===== config.mk =====
export PLATFORM = sky130hd
export DESIGN_NAME = i2c_master
export DESIGN_NICKNAME = d
export VERILOG_FILES = /design/src/rtl/i2c_bus_pkg.sv /design/src/rtl/oled_txn_pkg.sv /design/src/rtl/i2c_master.sv /design/src/rtl/oled_txn_ctrl.sv /design/src/rtl/i2c_bit_engine.sv
export SDC_FILE = /design/constraint.sdc
export NUM_CORES = 1
export LEC_CHECK = 0
export ABC_AREA = 0
export ABC_CLOCK_PERIOD_IN_PS = 2600
export CAP_MARGIN = 10
export CORE_UTILIZATION = 30
export CTS_CLUSTER_DIAMETER = 150
export CTS_CLUSTER_SIZE = 30
export DETAILED_ROUTE_END_ITERATION = 16
export DONT_BUFFER_PORTS = 1
export HOLD_SLACK_MARGIN = 0.06
export SYNTH_ARGS = -nofsm -noshare
export SYNTH_HDL_FRONTEND = slang
export SYNTH_SLANG_ARGS = --single-unit

===== constraint.sdc =====
create_clock -name CLK -period 2.6 [get_ports CLK]
set_input_delay 0.26 -clock CLK [delete_from_list [all_inputs] [get_ports CLK]]
set_output_delay 0.26 -clock CLK [all_outputs]
set_load 0.05 [all_outputs]

===== src/rtl/i2c_bus_pkg.sv =====
package i2c_bus_pkg;

    // one byte as shifted onto SDA
    typedef logic [7:0] byte_t;

    // bits left in a byte slot, 8 data bits down to the ack bit at 0
    typedef logic [3:0] bit_cnt_t;

    // quarter phases of one bit on the wire
    typedef enum logic [1:0] {
        PH_SET  = 2'd0, // put data on SDA while SCL is low
        PH_RISE = 2'd1, // let SCL go high
        PH_HIGH = 2'd2, // SCL high, sample or hold
        PH_FALL = 2'd3  // pull SCL low again
    } bit_phase_e;

    // what the sequencer asks the bit engine to put on the bus
    typedef enum logic [1:0] {
        SYM_NONE  = 2'd0, // idle, both lines released
        SYM_START = 2'd1,
        SYM_BYTE  = 2'd2, // 8 data bits plus ack slot
        SYM_STOP  = 2'd3
    } symbol_e;

    localparam int BYTE_BITS = 8;

endpackage

===== src/rtl/oled_txn_pkg.sv =====
package oled_txn_pkg;

    import i2c_bus_pkg::byte_t;

    // 7-bit i2c slave address
    typedef logic [6:0] slave_addr_t;

    // acked byte counters, free running
    typedef logic [7:0] count_t;

    // one display write request
    typedef struct packed {
        slave_addr_t slave_addr;
        logic        is_data;    // D/C: 1 for gddram data, 0 for command
        byte_t       payload;
    } txn_req_t;

    // sequencer states, one per symbol on the bus
    typedef enum logic [2:0] {
        ST_IDLE    = 3'd0,
        ST_START   = 3'd1,
        ST_ADDR    = 3'd2, // address with write bit
        ST_CTRL    = 3'd3, // control byte
        ST_PAYLOAD = 3'd4, // command or data byte
        ST_STOP    = 3'd5
    } txn_state_e;

    // control byte, Co = 0 so only one payload byte follows
    localparam byte_t CTRL_CMD  = 8'h00;
    localparam byte_t CTRL_DATA = 8'h40; // D/C set

    // R/W# bit of the address byte, always write
    localparam logic ADDR_WRITE_BIT = 1'b0;

endpackage


===== src/rtl/i2c_master.sv =====
`timescale 1ns/1ns

module i2c_master
    import i2c_bus_pkg::*;
    import oled_txn_pkg::*;
(
    input  logic     CLK,
    input  logic     NRST,
    input  logic     scl_tick,   // one clock pulse at 4x bit rate
    input  logic     start,
    input  txn_req_t req,
    input  logic     scl_in,     // wired-AND readback
    input  logic     sda_in,
    output logic     scl_pull,   // open drain, high pulls low
    output logic     sda_pull,
    output logic     busy,
    output logic     done,
    output logic     nack,
    output count_t   cmd_count,
    output count_t   data_count
);

    symbol_e sym;
    byte_t   tx_byte;
    logic    sym_done;
    logic    ack_ok;

    // address, control and payload sequencing
    oled_txn_ctrl i_oled_txn_ctrl (
        .CLK        (CLK),
        .NRST       (NRST),
        .start      (start),
        .req        (req),
        .sym_done   (sym_done),
        .ack_ok     (ack_ok),
        .sym        (sym),
        .tx_byte    (tx_byte),
        .busy       (busy),
        .done       (done),
        .nack       (nack),
        .cmd_count  (cmd_count),
        .data_count (data_count)
    );

    // line level timing
    i2c_bit_engine i_i2c_bit_engine (
        .CLK      (CLK),
        .NRST     (NRST),
        .scl_tick (scl_tick),
        .sym      (sym),
        .tx_byte  (tx_byte),
        .sda_in   (sda_in),
        .scl_in   (scl_in),
        .sym_done (sym_done),
        .ack_ok   (ack_ok),
        .scl_pull (scl_pull),
        .sda_pull (sda_pull)
    );

endmodule


===== src/rtl/oled_txn_ctrl.sv =====
`timescale 1ns/1ns

module oled_txn_ctrl
    import i2c_bus_pkg::*;
    import oled_txn_pkg::*;
(
    input  logic       CLK,
    input  logic       NRST,
    input  logic       start,      // level, taken while idle
    input  txn_req_t   req,
    input  logic       sym_done,
    input  logic       ack_ok,
    output symbol_e    sym,
    output byte_t      tx_byte,
    output logic       busy,
    output logic       done,
    output logic       nack,
    output count_t     cmd_count,
    output count_t     data_count
);

    txn_state_e state;
    txn_req_t   req_q;
    logic       accept;

    assign accept = (state == ST_IDLE) && start;

    // request held for the whole transaction
    always_ff @(posedge CLK) begin
        if (accept) begin
            req_q <= req;
        end
    end

    // symbol and byte follow the state directly
    always_comb begin
        sym     = SYM_NONE;
        tx_byte = '0;
        case (state)
            ST_START: sym = SYM_START;
            ST_ADDR: begin
                sym     = SYM_BYTE;
                tx_byte = {req_q.slave_addr, ADDR_WRITE_BIT};
            end
            ST_CTRL: begin
                sym     = SYM_BYTE;
                tx_byte = req_q.is_data ? CTRL_DATA : CTRL_CMD;
            end
            ST_PAYLOAD: begin
                sym     = SYM_BYTE;
                tx_byte = req_q.payload;
            end
            ST_STOP: sym = SYM_STOP;
            default: ;
        endcase
    end

    always_ff @(posedge CLK) begin
        if (!NRST) begin
            state      <= ST_IDLE;
            busy       <= 1'b0;
            done       <= 1'b0;
            nack       <= 1'b0;
            cmd_count  <= '0;
            data_count <= '0;
        end else begin
            done <= 1'b0; // single clock pulse
            case (state)
                ST_IDLE: begin
                    if (accept) begin
                        state <= ST_START;
                        busy  <= 1'b1;
                        nack  <= 1'b0; // previous result dropped here
                    end
                end
                ST_START: begin
                    if (sym_done) begin
                        state <= ST_ADDR;
                    end
                end
                ST_ADDR: begin
                    if (sym_done) begin
                        if (ack_ok) begin
                            state <= ST_CTRL;
                        end else begin
                            state <= ST_STOP; // nobody at this address
                            nack  <= 1'b1;
                        end
                    end
                end
                ST_CTRL: begin
                    if (sym_done) begin
                        if (ack_ok) begin
                            state <= ST_PAYLOAD;
                        end else begin
                            state <= ST_STOP;
                            nack  <= 1'b1;
                        end
                    end
                end
                ST_PAYLOAD: begin
                    if (sym_done) begin
                        state <= ST_STOP;
                        if (!ack_ok) begin
                            nack <= 1'b1;
                        end else if (req_q.is_data) begin
                            data_count <= data_count + count_t'(1);
                        end else begin
                            cmd_count <= cmd_count + count_t'(1);
                        end
                    end
                end
                ST_STOP: begin
                    // may take longer when the slave stretches SCL
                    if (sym_done) begin
                        state <= ST_IDLE;
                        busy  <= 1'b0;
                        done  <= 1'b1;
                    end
                end
                default: begin
                    state <= ST_IDLE;
                    busy  <= 1'b0;
                end
            endcase
        end
    end

    // done only once the bit engine has gone quiet
    a_done_idle_bus: assert property (
        @(posedge CLK) disable iff (!NRST)
        done |-> (sym == SYM_NONE)
    );

    // busy tracks the state register across accept and stop
    a_busy_state: assert property (
        @(posedge CLK) disable iff (!NRST)
        (state == ST_IDLE) |-> !busy
    );

endmodule


===== src/rtl/i2c_bit_engine.sv =====
`timescale 1ns/1ns

module i2c_bit_engine
    import i2c_bus_pkg::*;
(
    input  logic    CLK,
    input  logic    NRST,
    input  logic    scl_tick,  // 4x bit rate
    input  symbol_e sym,
    input  byte_t   tx_byte,
    input  logic    sda_in,    // resolved bus level
    input  logic    scl_in,
    output logic    sym_done,
    output logic    ack_ok,
    output logic    scl_pull,  // 1 pulls the line low
    output logic    sda_pull
);

    bit_phase_e phase;
    bit_cnt_t   bit_cnt;
    byte_t      shift;
    logic       active;  // a symbol is in progress
    logic       ack_q;
    logic       data_bit;
    logic       last_bit;

    // first tick of a byte still sees tx_byte, shift is loaded on that tick
    assign data_bit = active ? shift[7] : tx_byte[7];
    assign last_bit = (sym != SYM_BYTE) || (bit_cnt == '0);

    // end of symbol on its last tick, so the sequencer moves on at the same edge
    assign sym_done = scl_tick && active && (phase == PH_FALL) && last_bit;
    assign ack_ok   = ack_q;

    always_ff @(posedge CLK) begin
        if (!NRST) begin
            phase    <= PH_SET;
            bit_cnt  <= bit_cnt_t'(BYTE_BITS);
            active   <= 1'b0;
            ack_q    <= 1'b0;
            scl_pull <= 1'b0;
            sda_pull <= 1'b0;
        end else if (!active && sym == SYM_NONE) begin
            // bus idle, let both lines float high
            scl_pull <= 1'b0;
            sda_pull <= 1'b0;
        end else if (scl_tick) begin
            active <= 1'b1;
            case (phase)
                PH_SET: begin
                    phase <= PH_RISE;
                    case (sym)
                        SYM_START: sda_pull <= 1'b1; // SDA falls, SCL still high
                        SYM_BYTE: begin
                            if (!active) begin
                                shift <= tx_byte;
                            end
                            // ack slot releases SDA for the slave
                            sda_pull <= (bit_cnt != '0) && !data_bit;
                        end
                        SYM_STOP:  sda_pull <= 1'b1; // SDA low before SCL goes up
                        default: ;
                    endcase
                end
                PH_RISE: begin
                    phase <= PH_HIGH;
                    if (sym == SYM_BYTE || sym == SYM_STOP) begin
                        scl_pull <= 1'b0;
                    end
                end
                PH_HIGH: begin
                    phase <= PH_FALL;
                    case (sym)
                        SYM_START: scl_pull <= 1'b1;
                        SYM_BYTE: begin
                            if (bit_cnt == '0) begin
                                ack_q <= !sda_in; // low means ack
                            end
                        end
                        SYM_STOP: begin
                            // slave may still hold SCL low, wait for it
                            if (scl_in) begin
                                sda_pull <= 1'b0; // SDA rises while SCL high
                            end else begin
                                phase <= PH_HIGH;
                            end
                        end
                        default: ;
                    endcase
                end
                PH_FALL: begin
                    phase <= PH_SET;
                    if (sym == SYM_BYTE) begin
                        scl_pull <= 1'b1;
                        shift    <= {shift[6:0], 1'b0};
                    end
                    if (last_bit) begin
                        active  <= 1'b0;
                        bit_cnt <= bit_cnt_t'(BYTE_BITS); // ready for next byte
                    end else begin
                        bit_cnt <= bit_cnt - bit_cnt_t'(1);
                    end
                end
            endcase
        end
    end

    // bus timing only moves with the external tick
    a_phase_on_tick: assert property (
        @(posedge CLK) disable iff (!NRST)
        (phase != $past(phase)) |-> $past(scl_tick)
    );

    // data is stable while SCL is high, START and STOP are the only exceptions
    a_sda_stable: assert property (
        @(posedge CLK) disable iff (!NRST)
        ((sda_pull != $past(sda_pull)) && $past(scl_in))
            |-> (($past(sym) == SYM_START) || ($past(sym) == SYM_STOP))
    );

endmodule


Yosys cells after proc, flatten, opt, wreduce, memory -nomap -nowiden
Index checks and enable logic that the tools add are counted.
{"block": "word_totals", "register_bits": 56, "input_bits": 22, "out_inout_bits": 21, "wordCells": 126}
{"block": "classes", "add_sub_neg": 3, "n_eq_ne": 28, "mux": 39, "n_bitwise": 4, "n_reduce_logical": 36}
{"cell": "8-bit two-way mux", "count": 3}
{"cell": "8-bit one-hot mux with 3 select lines", "count": 1}
{"cell": "3-bit two-way mux", "count": 7}
{"cell": "2-bit by 1-bit inequality test with 1-bit output (second input constant)", "count": 10}
{"cell": "3-bit one-hot mux with 6 select lines", "count": 1}
{"cell": "8-bit by 1-bit adder with 8-bit output (second input constant)", "count": 2}
{"cell": "1-bit two-way mux", "count": 16}
{"cell": "8-bit one-hot mux with 2 select lines", "count": 1}
{"cell": "5-bit AND reduction", "count": 3}
{"cell": "2-bit inequality test (second input constant)", "count": 6}
{"cell": "4-bit AND reduction", "count": 3}
{"cell": "2-bit equality test (second input constant)", "count": 4}
{"cell": "2-bit one-hot mux with 4 select lines", "count": 1}
{"cell": "7-bit two-way mux", "count": 1}
{"cell": "7-bit AND reduction", "count": 1}
{"cell": "3-bit by 2-bit equality test with 1-bit output (second input constant)", "count": 2}
{"cell": "3-bit equality test (second input constant)", "count": 2}
{"cell": "1-bit logical AND", "count": 6}
{"cell": "1-bit one-hot mux with 2 select lines", "count": 3}
{"cell": "1-bit one-hot mux with 3 select lines", "count": 2}
{"cell": "2-bit one-hot mux with 3 select lines", "count": 1}
{"cell": "3-bit AND reduction", "count": 2}
{"cell": "6-bit AND reduction", "count": 1}
{"cell": "2-bit nonzero test", "count": 3}
{"cell": "18 further kinds", "count": 28}

Depth between registers and ports, before layout
Gate-level depths: netlist of run 1.
{"block": "depth", "ltp_word": 8, "depth_mapped": 7, "mapped_depth_nobuf": 6}

Cells and area by module
A second synthesis of run 1 with hierarchy kept.
{"block": "unflattened", "hier_cells": 263, "area_unflattened_um2": 2680.1}
{"module": "oled_txn_ctrl", "instances": 1, "cells_per_inst": 161, "area_each_um2": 1656.6, "seq_area_each_um2": 920.9}
{"module": "i2c_bit_engine", "instances": 1, "cells_per_inst": 102, "area_each_um2": 1023.5, "seq_area_each_um2": 440.4}

Worst setup path before layout of run 1
OpenSTA, ideal clock, no wires.
{"block": "synth_path", "path_type": "register to register", "startpoint": "reg i_i2c_bit_engine.phase[1]", "endpoint": "reg i_i2c_bit_engine.shift[0], enable pin", "setup_time_ps": 395, "arrival_ps": 1850, "required_time_ps": 2205, "slack_ps": 355, "stages_incl_launch_ff": 6, "n_path_buf": 2, "synth_period_minus_slack_ps": 2245, "path_cell_list": "dfxtp_1 -> ha_1 -> buf_2 -> clkbuf_1 -> mux2i_1 -> nor4_1"}
{"block": "synth_via", "elab_chain_len": 3, "word_cells_on_any_way": 7, "cone_classes": "eq/ne: 4; reduce/logical: 3"}
{"element": "from (decl)", "line_no": "i2c_bit_engine.sv:19", "rtl": "bit_phase_e phase;"}
{"element": "from (signal assigned)", "line_no": "i2c_bit_engine.sv:37", "rtl": "phase <= PH_SET;"}
{"element": "from (signal assigned)", "line_no": "i2c_bit_engine.sv:51", "rtl": "phase <= PH_RISE;"}
{"element": "from (signal assigned)", "line_no": "i2c_bit_engine.sv:66", "rtl": "phase <= PH_HIGH;"}
{"element": "2-bit equality test or 2-bit logical NOT (tied branches)", "line_no": "i2c_bit_engine.sv:49", "rtl": "case (phase)"}
{"element": "2-bit inequality test (no line) (tied with other cells)"}
{"element": "7-bit AND reduction (no line) *"}
{"element": "to (signal assigned)", "line_no": "i2c_bit_engine.sv:56", "rtl": "shift <= tx_byte;"}
{"element": "to (signal assigned)", "line_no": "i2c_bit_engine.sv:95", "rtl": "shift <= {shift[6:0], 1'b0};"}
{"element": "to (decl)", "line_no": "i2c_bit_engine.sv:21", "rtl": "byte_t shift;"}
Every way passes the cells marked *; elsewhere a longest branch is shown, timed or not.
A chain may end at the register's enable or synchronous reset.

Worst setup path in the final report of run 1
{"block": "layout_path", "startpoint": "reg i_oled_txn_ctrl.state[2]", "endpoint": "reg i_i2c_bit_engine.shift[6], enable pin"}
{"block": "layout_via", "elab_chain_len": 7, "word_cells_on_any_way": 14, "cone_classes": "eq/ne: 8; mux: 1; bitwise: 1; reduce/logical: 4"}
{"element": "from (decl)", "line_no": "oled_txn_ctrl.sv:22", "rtl": "txn_state_e state;"}
{"element": "from (signal assigned)", "line_no": "oled_txn_ctrl.sv:60", "rtl": "state <= ST_IDLE;"}
{"element": "from (signal assigned)", "line_no": "oled_txn_ctrl.sv:71", "rtl": "state <= ST_START;"}
{"element": "from (signal assigned)", "line_no": "oled_txn_ctrl.sv:78", "rtl": "state <= ST_ADDR;"}
{"element": "3-bit by 2-bit equality test with 1-bit output or 3-bit equality test (tied branches)", "line_no": "oled_txn_ctrl.sv:39", "rtl": "case (state)"}
{"element": "3-bit OR reduction (no line)"}
{"element": "2-bit one-hot mux with 3 select lines *", "line_no": "oled_txn_ctrl.sv:39"}
{"element": "parallel branches: the longest is 3 deep, another holds 2-bit equality test"}
{"element": "7-bit AND reduction (no line) *"}
Every way passes the cells marked *.

==> metrics, run 1 <==
outcome=complete, no violations; buffer count from post-CTS setup fixing=0; max frequency=488 MHz; Post-synth EDFFs=24; via density per instance=5.23; Hold Startpoint=scl_tick; Chip Height=97.0 um; post-synth top area cell=edfxtp_1; Power per Cell Area=496 mW/mm^2; max-cap viol count=0; CP arrival=2.08 ns; post-route insts no fill=396; Net Sw Frac=24.7%; FF-to-FF End=i_i2c_bit_engine.shift[6]$_DFFE_PP_; first-pass GRT wire length=10000 um; P_int=0.00118 W; Iter 0 DRT Violations=129; Worst R2R Setup Slack=0.55 ns; Yosys reg bits=56; TritonCTS Buffers=5; Mapped Cells=262; vias in the first global route=2001; Reg power frac=61.4%; register area share after synthesis=50.3%; worst flop-to-flop path startpoint=i_oled_txn_ctrl.state[2]$_SDFFE_PN0P_; ys async rst share=0%; WP data required=2.63 ns; CTS Buffer Depth=2; # DRC=0; Worst Hold Class=in -> reg; top-count cell post-synth=dfxtp_1; # setup viols final=0; Switch Pwr=0.000387 W; CTS clock-pin slew for the worst setup and hold paths=0.11 ns; Worst R2R Path Depth=4; Leak Pwr=1.18 nW; Tot GR Track Use=13.1%; Clock Latency Late Sink=0.31 ns; Synth area leaders=edfxtp_1, dfxtp_1, ha_1; hold path depth=2; Placed Instances=371; H-tree Lvls=2; crit path launch type=flip-flop; Worst Max-Slew Pin Slew=0.766 ns; DRT Pass-1 Iters=4; count of final max-slew check failures=0; Commonest cells post-synth=dfxtp_1, edfxtp_1, nand2_1; wire per inst=15.2 um; Clk pwr share=32.3%; crit share post-route=78.9%; Logic pwr share=6.3%; Setup crit end kind=flip-flop; fin nets=317; Post-DP HPWL=4220 um; Slew HR=48.9%; WHS Endpoint=i_i2c_bit_engine.active$_SDFFE_PN0P_; core area=0.00872 sq mm; Avg Cell Area, Syn=10.3 sq um; I/O Pins=43; Total Wirelength=6020 um; CTS tree=built; Distinct cells, synth=52; Final min period=2.05 ns; remaining global-route overflow=0; Layout area overhead=16.8%; CP Max Fanout=16; root buffer cell=clkbuf_8; port buffer count=0; Worst Skew=0.0123 ns; net count after synthesis=292; vias after detailed routing=2072; final setup TNS=0 ns; share of cells above drive strength 1=10.4%; Placer Congestion=0.839; largest net degree at the start of global routing=21; Antenna Cells=0; Routed Antenna Nets=0; row cnt=34; Die Footprint=0.00941 sq mm; ys flop type=dfxtp_1; initial antenna violation count=0; Die Span X=97.0 um; RSZ-0062 raised after global routing=false; maximum VDD drop=236 uV; clk sinks=56; post-synth top area share=26.6%; Initial Utilization=31.1%; synth warn=0; mapped cell area=0.00271 sq mm; Final Hold Fails=0; Crit Path Category=reg -> reg
cells by family after synthesis:
| logic type | after synthesis | synth area share, % |
|---|---|---|
| adder cells (fa/ha/maj) | 8 | 3.70 |
| flip-flops | 56 | 50.3 |
| buffers and inverters | 28 | 4.06 |
| AND/OR/NAND/NOR | 104 | 23.5 |
| AO/OA/AOI/OAI | 50 | 12.9 |
| multiplexers | 8 | 3.00 |
| XOR/XNOR | 8 | 2.59 |
flip-flops by register name, summed over array words and instances (netlist names), 2 cells and up:
signal and cells:
i_i2c_bit_engine.bit_cnt 4, i_i2c_bit_engine.phase 2, i_i2c_bit_engine.shift 8, i_oled_txn_ctrl.cmd_count 8, i_oled_txn_ctrl.data_count 8, i_oled_txn_ctrl.req_q 16, i_oled_txn_ctrl.state 3
power by group through the flow:
stage                     clock [W]  sequential (W)  combinational [W]
after global routing       0.000556        0.000967           0.000110
after global placement            0        0.000984          0.0000770
after floorplan                   0        0.000976          0.0000693
final                      0.000507        0.000963          0.0000983
after CTS                  0.000523        0.000964          0.0000963
after detailed placement          0        0.000984          0.0000763
worst max-delay path by stage:
stage / start / cells past startpoint / to / slack (ns)
global placement: i_oled_txn_ctrl.state[0]$_SDFFE_PN0P_ / 5 / i_i2c_bit_engine.shift[0]$_SDFFCE_PN0P_ / 0.58
global route: i_oled_txn_ctrl.state[2]$_SDFFE_PN0P_ / 5 / i_oled_txn_ctrl.busy$_SDFFE_PN0P_ / 0.36
floorplan: i_i2c_bit_engine.phase[1]$_SDFFE_PN0P_ / 5 / i_i2c_bit_engine.shift[0]$_SDFFCE_PN0P_ / 0.36
CTS: i_oled_txn_ctrl.state[2]$_SDFFE_PN0P_ / 5 / i_oled_txn_ctrl.nack$_SDFFE_PN0P_ / 0.58
finish: i_oled_txn_ctrl.state[2]$_SDFFE_PN0P_ / 4 / i_i2c_bit_engine.shift[6]$_DFFE_PP_ / 0.55
detailed placement: i_oled_txn_ctrl.state[0]$_SDFFE_PN0P_ / 5 / i_i2c_bit_engine.shift[6]$_DFFE_PP_ / 0.58
cells in the final DEF, fill, tap and decap left out, types with 3 or more instances in the layout:
cell type	n
dfxtp_1	32
edfxtp_1	24
nand2_1	19
a21oi_1	17
dlygate4sd3_1	17
nor2_1	16
buf_4	15
inv_1	14
a22o_1	10
nor4_1	9
ha_1	8
mux2i_1	7
nand2b_1	7
nand4_1	6
xnor2_1	6
nor2b_1	5
nor3_1	5
nand3_1	5
and3_1	5
or4_1	5
clkbuf_8	5
nand3b_1	3
nor3b_1	3
o21ai_0	3
nor4b_1	3
cell type report:
type	count	area (sq um)
inverter	14	52.6
fill	859	5560
sequential	56	1360
timing repair buffer	32	283
tap	108	135
multi-input combinational	178	1240
clock inverter	3	25.0
clock buffer	5	68.8
per-stage QoR:
| stage | power [W] | cell area, sq um | hold slack (ns) | setup slack [ns] | utilization [%] |
|---|---|---|---|---|---|
| 6_report | 0.00157 | 3160 | 0.0781 | 0.549 | 36.3 |
| 3_3_place_gp | 0.00106 | 2900 | 0.359 | 0.576 | 33.2 |
| 5_1_grt | 0.00163 | 3160 | 0.0699 | 0.363 | 36.3 |
| 2_1_floorplan | 0.00105 | 2710 | 0.359 | 0.355 | - |
| 3_5_place_dp | 0.00106 | 2900 | 0.359 | 0.584 | 33.2 |
| 4_1_cts | 0.00158 | 3150 | 0.0642 | 0.579 | 36.2 |
metal layers:
layer	global-route usage [%]	share of wire, %	up-vias
met1	17.7	46	979
met4	4.25	1.3	0
met2	20.9	46	61
met5	0	0	-
li1	-	-	1027
met3	2.96	6.3	5
what timing repair did:
action / in CTS / in global routing
resized for setup: 0 / 0
hold buffers: 16 / 1
hold endpoints to repair: 16 / 1
worst max-delay path, cell delays in order (launching register included):
cell and delay, ns:
dfxtp_1 0.64, nor3b_2 0.45, nor2_1 0.19, nor4_1 0.26, buf_4 0.23
Power figures use the tool's default switching activity.
==> inputs of run 2 (changes only) <==
--- a/config.mk
+++ b/config.mk
@@ -6,7 +6,7 @@
 export NUM_CORES = 1
 export LEC_CHECK = 0
 export ABC_AREA = 0
-export ABC_CLOCK_PERIOD_IN_PS = 2600
+export ABC_CLOCK_PERIOD_IN_PS = 2050
 export CAP_MARGIN = 10
 export CORE_UTILIZATION = 30
 export CTS_CLUSTER_DIAMETER = 150
==> constraint.sdc (replaced) <==
create_clock -name CLK -period 2.05 [get_ports CLK]
set_input_delay 0.205 -clock CLK [delete_from_list [all_inputs] [get_ports CLK]]
set_output_delay 0.205 -clock CLK [all_outputs]
set_load 0.05 [all_outputs]
==> run 2 against run 1 <==
Clock power grew 49%. Non-clock buffer count grew 14. Combinational power grew 58%. Largest cell class unchanged.
==> metrics, run 2 (synthesis gave the netlist of run 1 again) <==
Final Hold Fails=0 (unchanged); FF-to-FF End=i_i2c_bit_engine.shift[3]$_DFFE_PP_ (was i_i2c_bit_engine.shift[6]$_DFFE_PP_); Antenna Cells=0 (unchanged); Worst Skew=0.00681 ns (was 0.0123 ns); Reg with most FFs=i_oled_txn_ctrl.req_q (unchanged); Setup crit end kind=flip-flop (unchanged); max reg flops=16 (unchanged); Iter 0 DRT Violations=114 (was 129); final setup TNS=0 ns (unchanged); count of final max-slew check failures=0 (unchanged); TritonCTS Buffers=5 (unchanged); Power per Cell Area=641 mW/mm^2 (was 496 mW/mm^2); Clock Latency Late Sink=0.32 ns (was 0.31 ns); port buffer count=0 (unchanged); # setup viols final=0 (unchanged); CTS tree=built (unchanged); commonest non-fill, non-tap cells in the layout=dfxtp_1, buf_4, edfxtp_1, nand2_1, dlygate4sd3_1 (was dfxtp_1, edfxtp_1, nand2_1, a21oi_1, dlygate4sd3_1); WHS Endpoint=i_i2c_bit_engine.scl_pull$_SDFFE_PP0P_ (was i_i2c_bit_engine.active$_SDFFE_PN0P_); Leak Pwr=1.27 nW (was 1.18 nW); H-tree Lvls=2 (unchanged); vias in the first global route=2089 (was 2001); Post-DP HPWL=4230 um (was 4220 um); Die Footprint=0.00941 sq mm (unchanged); # DRC=0 (unchanged); remaining global-route overflow=0 (unchanged); largest net degree at the start of global routing=21 (unchanged); Tot GR Track Use=13.7% (was 13.1%); Worst R2R Setup Slack=0.06 ns (was 0.55 ns); row cnt=34 (unchanged); Total Wirelength=6120 um (was 6020 um); crit-path max cell delay=0.38 ns (was 0.64 ns); Layout area overhead=22.1% (was 16.8%); Routed Antenna Nets=0 (unchanged); vias after detailed routing=2094 (was 2072); Buf/Inv on CP=2 (was 1); Initial Utilization=31.1% (unchanged); wire per inst=14.9 um (was 15.2 um); max-cap viol count=0 (unchanged); Worst path slowest cell=dfxtp_1 (unchanged); Die Span X=97.0 um (unchanged); worst flop-to-flop path startpoint=i_oled_txn_ctrl.state[2]$_SDFFE_PN0P_ (unchanged); CTS Buffer Depth=2 (unchanged); DRT Pass-1 Iters=4 (unchanged); utilization after layout=37.9% (was 36.3%); Top cell by count, worst path=buf_4; CP Max Fanout=8 (was 16); max frequency=504 MHz (was 488 MHz); hold path depth=2 (unchanged); core area=0.00872 sq mm (unchanged); Placer Congestion=0.811 (was 0.839); clk sinks=56 (unchanged); Chip Height=97.0 um (unchanged); critical-path cell list=buf_4, and3b_1, nor2_1, nand2_1, nor4_2, buf_4 (was nor3b_2, nor2_1, nor4_1, buf_4); Worst Max-Slew Pin Slew=0.681 ns (was 0.766 ns); CTS clock-pin slew for the worst setup and hold paths=0.11 ns (about the same); CP arrival=2.02 ns (was 2.08 ns); Worst R2R Path Depth=6 (was 4); share of cells above drive strength 1=14.6% (was 10.4%); I/O Pins=43 (unchanged); outcome=complete, no violations (unchanged); maximum VDD drop=567 uV (was 236 uV); WP data required=2.08 ns (was 2.63 ns); Worst Hold Class=in -> reg (unchanged); Hold Startpoint=NRST (was scl_tick); via density per instance=5.11 (was 5.23); RSZ-0062 raised after global routing=false (unchanged); Slew HR=54.5% (was 48.9%); crit share post-route=96.9% (was 78.9%); crit path launch type=flip-flop (unchanged); fin nets=331 (was 317); root buffer cell=clkbuf_8 (unchanged); initial antenna violation count=0 (unchanged); Crit Path Category=reg -> reg (unchanged); Top Family by Delay on Critical Path=simple AND/OR/NAND/NOR gates (unchanged); Final min period=1.99 ns (was 2.05 ns); commonest non-fill, non-tap cell in the layout=dfxtp_1 (unchanged); first-pass GRT wire length=10400 um (was 10000 um)
-- run 2: changes by cell type in the layout (fill, tap and decap cells not counted), moves of 2 or more --
cell,change
clkinv_4,+2
dlygate4sd3_1,+2
inv_6,-2
buf_4,+12
-- run 2: final cells by class --
class	count	area (sq um)
clock inverter	3	47.5
inverter	14	52.6
tap	108	135
clock buffer	5	68.8
fill	837	5410
sequential	56	1360
multi-input combinational	178	1250
timing repair buffer	46	393
-- run 2: power by group --
| part | leakage, nW | switching (W) | internal, W |
|---|---|---|---|
| Clock | 0.0583 | 0.000386 | 0.000369 |
| Combinational | 0.725 | 0.0000867 | 0.0000681 |
| Sequential | 0.485 | 0.0000202 | 0.00119 |
-- run 2: worst max-delay path by stage --
stage | slack (ns) | start | depth (start not counted) | endpoint
global route | 0.002 | i_i2c_bit_engine.bit_cnt[0]$_SDFFE_PN0P_ | 6 | i_oled_txn_ctrl.cmd_count[1]$_SDFFE_PN0P_
finish | 0.06 | i_oled_txn_ctrl.state[2]$_SDFFE_PN0P_ | 6 | i_i2c_bit_engine.shift[3]$_DFFE_PP_
CTS | 0.02 | i_i2c_bit_engine.bit_cnt[0]$_SDFFE_PN0P_ | 6 | i_i2c_bit_engine.bit_cnt[3]$_SDFFE_PN1P_
detailed placement | 0.04 | i_i2c_bit_engine.bit_cnt[0]$_SDFFE_PN0P_ | 6 | i_i2c_bit_engine.bit_cnt[3]$_SDFFE_PN1P_
global placement | 0.14 | i_oled_txn_ctrl.state[2]$_SDFFE_PN0P_ | 6 | i_i2c_bit_engine.shift[4]$_DFFE_PP_
floorplan | 0.12 | i_i2c_bit_engine.phase[1]$_SDFFE_PN0P_ | 5 | i_i2c_bit_engine.shift[0]$_SDFFCE_PN0P_
-- run 2: metrics by stage --
| step | setup WS, ns | total power [W] | instance area, sq um | std cells | hold slack, ns |
|---|---|---|---|---|---|
| 2_1_floorplan | 0.125 | 0.00133 | 2720 | 262 | 0.304 |
| 3_3_place_gp | 0.138 | 0.00135 | 3000 | 383 | 0.304 |
| 3_5_place_dp | 0.0444 | 0.00135 | 3000 | 383 | 0.304 |
| 4_1_cts | 0.0184 | 0.00214 | 3300 | 410 | 0.0734 |
| 5_1_grt | 0.00178 | 0.00219 | 3310 | 410 | 0.0682 |
| 6_report | 0.0643 | 0.00212 | 3310 | 410 | 0.0795 |
-- run 2: per-layer routing --
layer	GRT usage (%)	vias up	wire (um)
met1	18.3	996	2820
li1	-	1048	-
met2	22.1	43	2920
met3	2.60	7	282
met4	5.05	0	103
met5	0	-	0
-- run 2: what timing repair did --
action / CTS / global route
setup buffers: 0 / 0
hold endpoints to repair: 29 / 0
gates resized for setup: 0 / 2
endpoints found under the setup margin: 0 / 6
hold buffers: 19 / 0
==> inputs of run 3 (changes only) <==
--- a/config.mk
+++ b/config.mk
@@ -13,6 +13,7 @@
 export CTS_CLUSTER_SIZE = 30
 export DETAILED_ROUTE_END_ITERATION = 16
 export DONT_BUFFER_PORTS = 1
+export GPL_TIMING_DRIVEN = 0
 export HOLD_SLACK_MARGIN = 0.06
 export SYNTH_ARGS = -nofsm -noshare
 export SYNTH_HDL_FRONTEND = slang
==> run 3 against run 2 <==
Clock power decreased by 16%. Power decreased by 5.7%. Critical endpoint is now i_i2c_bit_engine.shift[6]$_DFFE_PP_. Register-to-register slack improved by 0.08 ns. Routed wire length decreased by 1.7%.
==> metrics, run 3 (synthesis gave the netlist of run 1 again) <==
Reg with most FFs=i_oled_txn_ctrl.req_q (unchanged); Routed Antenna Nets=0 (unchanged); row cnt=34 (unchanged); final setup TNS=0 ns (unchanged); Final Cell Area=0.00317 sq mm (was 0.00331 sq mm); clk sinks=56 (unchanged); via density per instance=5.22 (was 5.11); Clock Latency Late Sink=0.31 ns (was 0.32 ns); outcome=complete, no violations (unchanged); max frequency=524 MHz (was 504 MHz); largest net degree at the start of global routing=19 (was 21); max-cap viol count=0 (unchanged); Power per Cell Area=630 mW/mm^2 (was 641 mW/mm^2); # setup viols final=0 (unchanged); Initial Utilization=31.1% (unchanged); root buffer cell=clkbuf_8 (unchanged); count of final max-slew check failures=0 (unchanged); area occupied by registers=0.00136 sq mm (unchanged); max reg flops=16 (unchanged); Fin Hold WS=0.239 ns (was 0.0795 ns); Slew HR=56.7% (was 54.5%); Layout area overhead=17.1% (was 22.1%); Antenna Cells=0 (unchanged); remaining global-route overflow=0 (unchanged); Total Wirelength=6020 um (was 6120 um); Worst path slowest cell=dfxtp_1 (unchanged); Worst Hold Class=in -> reg (unchanged); maximum VDD drop=498 uV (was 567 uV); initial antenna violation count=0 (unchanged); TritonCTS Buffers=5 (unchanged); Post-Place Cell Area=0.00285 sq mm (was 0.00300 sq mm); area of the multi-input gates=0.00128 sq mm (was 0.00125 sq mm); Setup crit end kind=flip-flop (unchanged); vias in the first global route=1970 (was 2089); H-tree Lvls=2 (unchanged); commonest non-fill, non-tap cell in the layout=dfxtp_1 (unchanged); vias after detailed routing=2074 (was 2094); Iter 0 DRT Violations=171 (was 114); utilization after layout=36.4% (was 37.9%); Design Power=0.00200 W (was 0.00212 W); port buffer count=0 (unchanged); CTS Buffer Depth=2 (unchanged); crit-path max cell delay=0.54 ns (was 0.38 ns); share of cells above drive strength 1=9.34% (was 14.6%); first-pass GRT wire length=10200 um (was 10400 um); fill count=879 (was 837); Post-DP HPWL=4240 um (was 4230 um); Final Hold Fails=0 (unchanged); Chip Height=97.0 um (unchanged); WP data required=2.12 ns (was 2.08 ns); Die Footprint=0.00941 sq mm (unchanged); Worst R2R Setup Slack=0.14 ns (was 0.06 ns); core area=0.00872 sq mm (unchanged); # DRC=0 (unchanged); Leak Pwr=1.15 nW (was 1.27 nW); CP arrival=1.97 ns (was 2.02 ns); Die Span X=97.0 um (unchanged); CTS tree=built (unchanged); wire per inst=15.2 um (was 14.9 um); Worst Max-Slew Pin Slew=0.643 ns (was 0.681 ns); CP Max Fanout=10 (was 8); Final min period=1.91 ns (was 1.99 ns); Placer Congestion=0.872 (was 0.811); crit share post-route=93.1% (was 96.9%); crit path launch type=flip-flop (unchanged); Buf/Inv on CP=1 (was 2); DRT Pass-1 Iters=4 (unchanged); CTS clock-pin slew for the worst setup and hold paths=0.10 ns (was 0.11 ns); RSZ-0062 raised after global routing=false (unchanged); Crit Path Category=reg -> reg (unchanged); commonest non-fill, non-tap cells in the layout=dfxtp_1, edfxtp_1, nand2_1, a21oi_1, dlygate4sd3_1 (was dfxtp_1, buf_4, edfxtp_1, nand2_1, dlygate4sd3_1); critical-path cell list=clkbuf_1, mux2_2, a221oi_1, a21oi_1 (was buf_4, and3b_1, nor2_1, nand2_1, nor4_2, buf_4); Top Family by Delay on Critical Path=flip-flops (was simple AND/OR/NAND/NOR gates); Tot GR Track Use=13.5% (was 13.7%); Worst Skew=0.00466 ns (was 0.00681 ns); fin nets=318 (was 331); I/O Pins=43 (unchanged)
[run 3: cell types whose count changed in the layout (fill, tap and decap cells not counted), sizes merged]
cell,previous run,this run
buf,27,6
clkbuf,5,15
clkinvlp,0,2
dlygate4sd3,19,17
bufinv,1,0
clkinv,2,1
[run 3: routing by layer]
layer,up-vias,global-route usage [%],routed length [um]
li1,1029,-,-
met3,7,2.75,337
met2,66,20.5,2670
met4,0,4.94,105
met5,-,0,0
met1,972,18.8,2910
[run 3: metrics by stage]
stage	cells	setup WS (ns)
after global routing	397	0.00952
after CTS	398	0.0170
after detailed placement	370	-0.400
after floorplan	262	0.125
final	397	0.142
after global placement	370	-0.352
[run 3: area by class of cell]
type                       count  area share, %
multi-input combinational    178           40.4
sequential                    56           42.9
inverter                      14           1.66
clock inverter                 3          0.750
tap                          108           4.26
timing repair buffer          20           6.07
buffer                        13           1.81
clock buffer                   5           2.17
[run 3: worst paths after layout]
path / startpoint / end / cells after the start
worst min-delay path: start / i_oled_txn_ctrl.state[0]$_SDFFE_PN0P_ / 3
worst max-delay path: i_oled_txn_ctrl.state[0]$_SDFFE_PN0P_ / i_i2c_bit_engine.shift[6]$_DFFE_PP_ / 4
worst min register to register: i_i2c_bit_engine.bit_cnt[1]$_SDFFE_PN0P_ / i_i2c_bit_engine.bit_cnt[1]$_SDFFE_PN0P_ / 2
worst max register to register: i_oled_txn_ctrl.state[0]$_SDFFE_PN0P_ / i_i2c_bit_engine.shift[6]$_DFFE_PP_ / 4
[run 3: where the power goes]
group / internal [W] / total [W] / leakage, nW / switching, W
Sequential: 0.00119 / 0.00122 / 0.485 / 0.0000319
Clock: 0.000243 / 0.000633 / 0.0404 / 0.000389
Combinational: 0.0000630 / 0.000145 / 0.627 / 0.0000820
Total: 0.00149 / 0.00200 / 1.15 / 0.000503
[run 3: repair_timing]
| action | 4_1_cts | 5_1_grt |
|---|---|---|
| endpoints found under the setup margin | 18 | 16 |
| resized for setup | 6 | 7 |
| endpoints found under the hold margin | 17 | 0 |
| hold buffers | 17 | 0 |
| setup buffers | 3 | 0 |
| pin swaps | 2 | 1 |
[run 3: worst min-delay path: cells and delay by family]
family / cells / cell delay [ns]
AO/OA/AOI/OAI: 2 / 0.18
AND/OR/NAND/NOR: 1 / 0.13
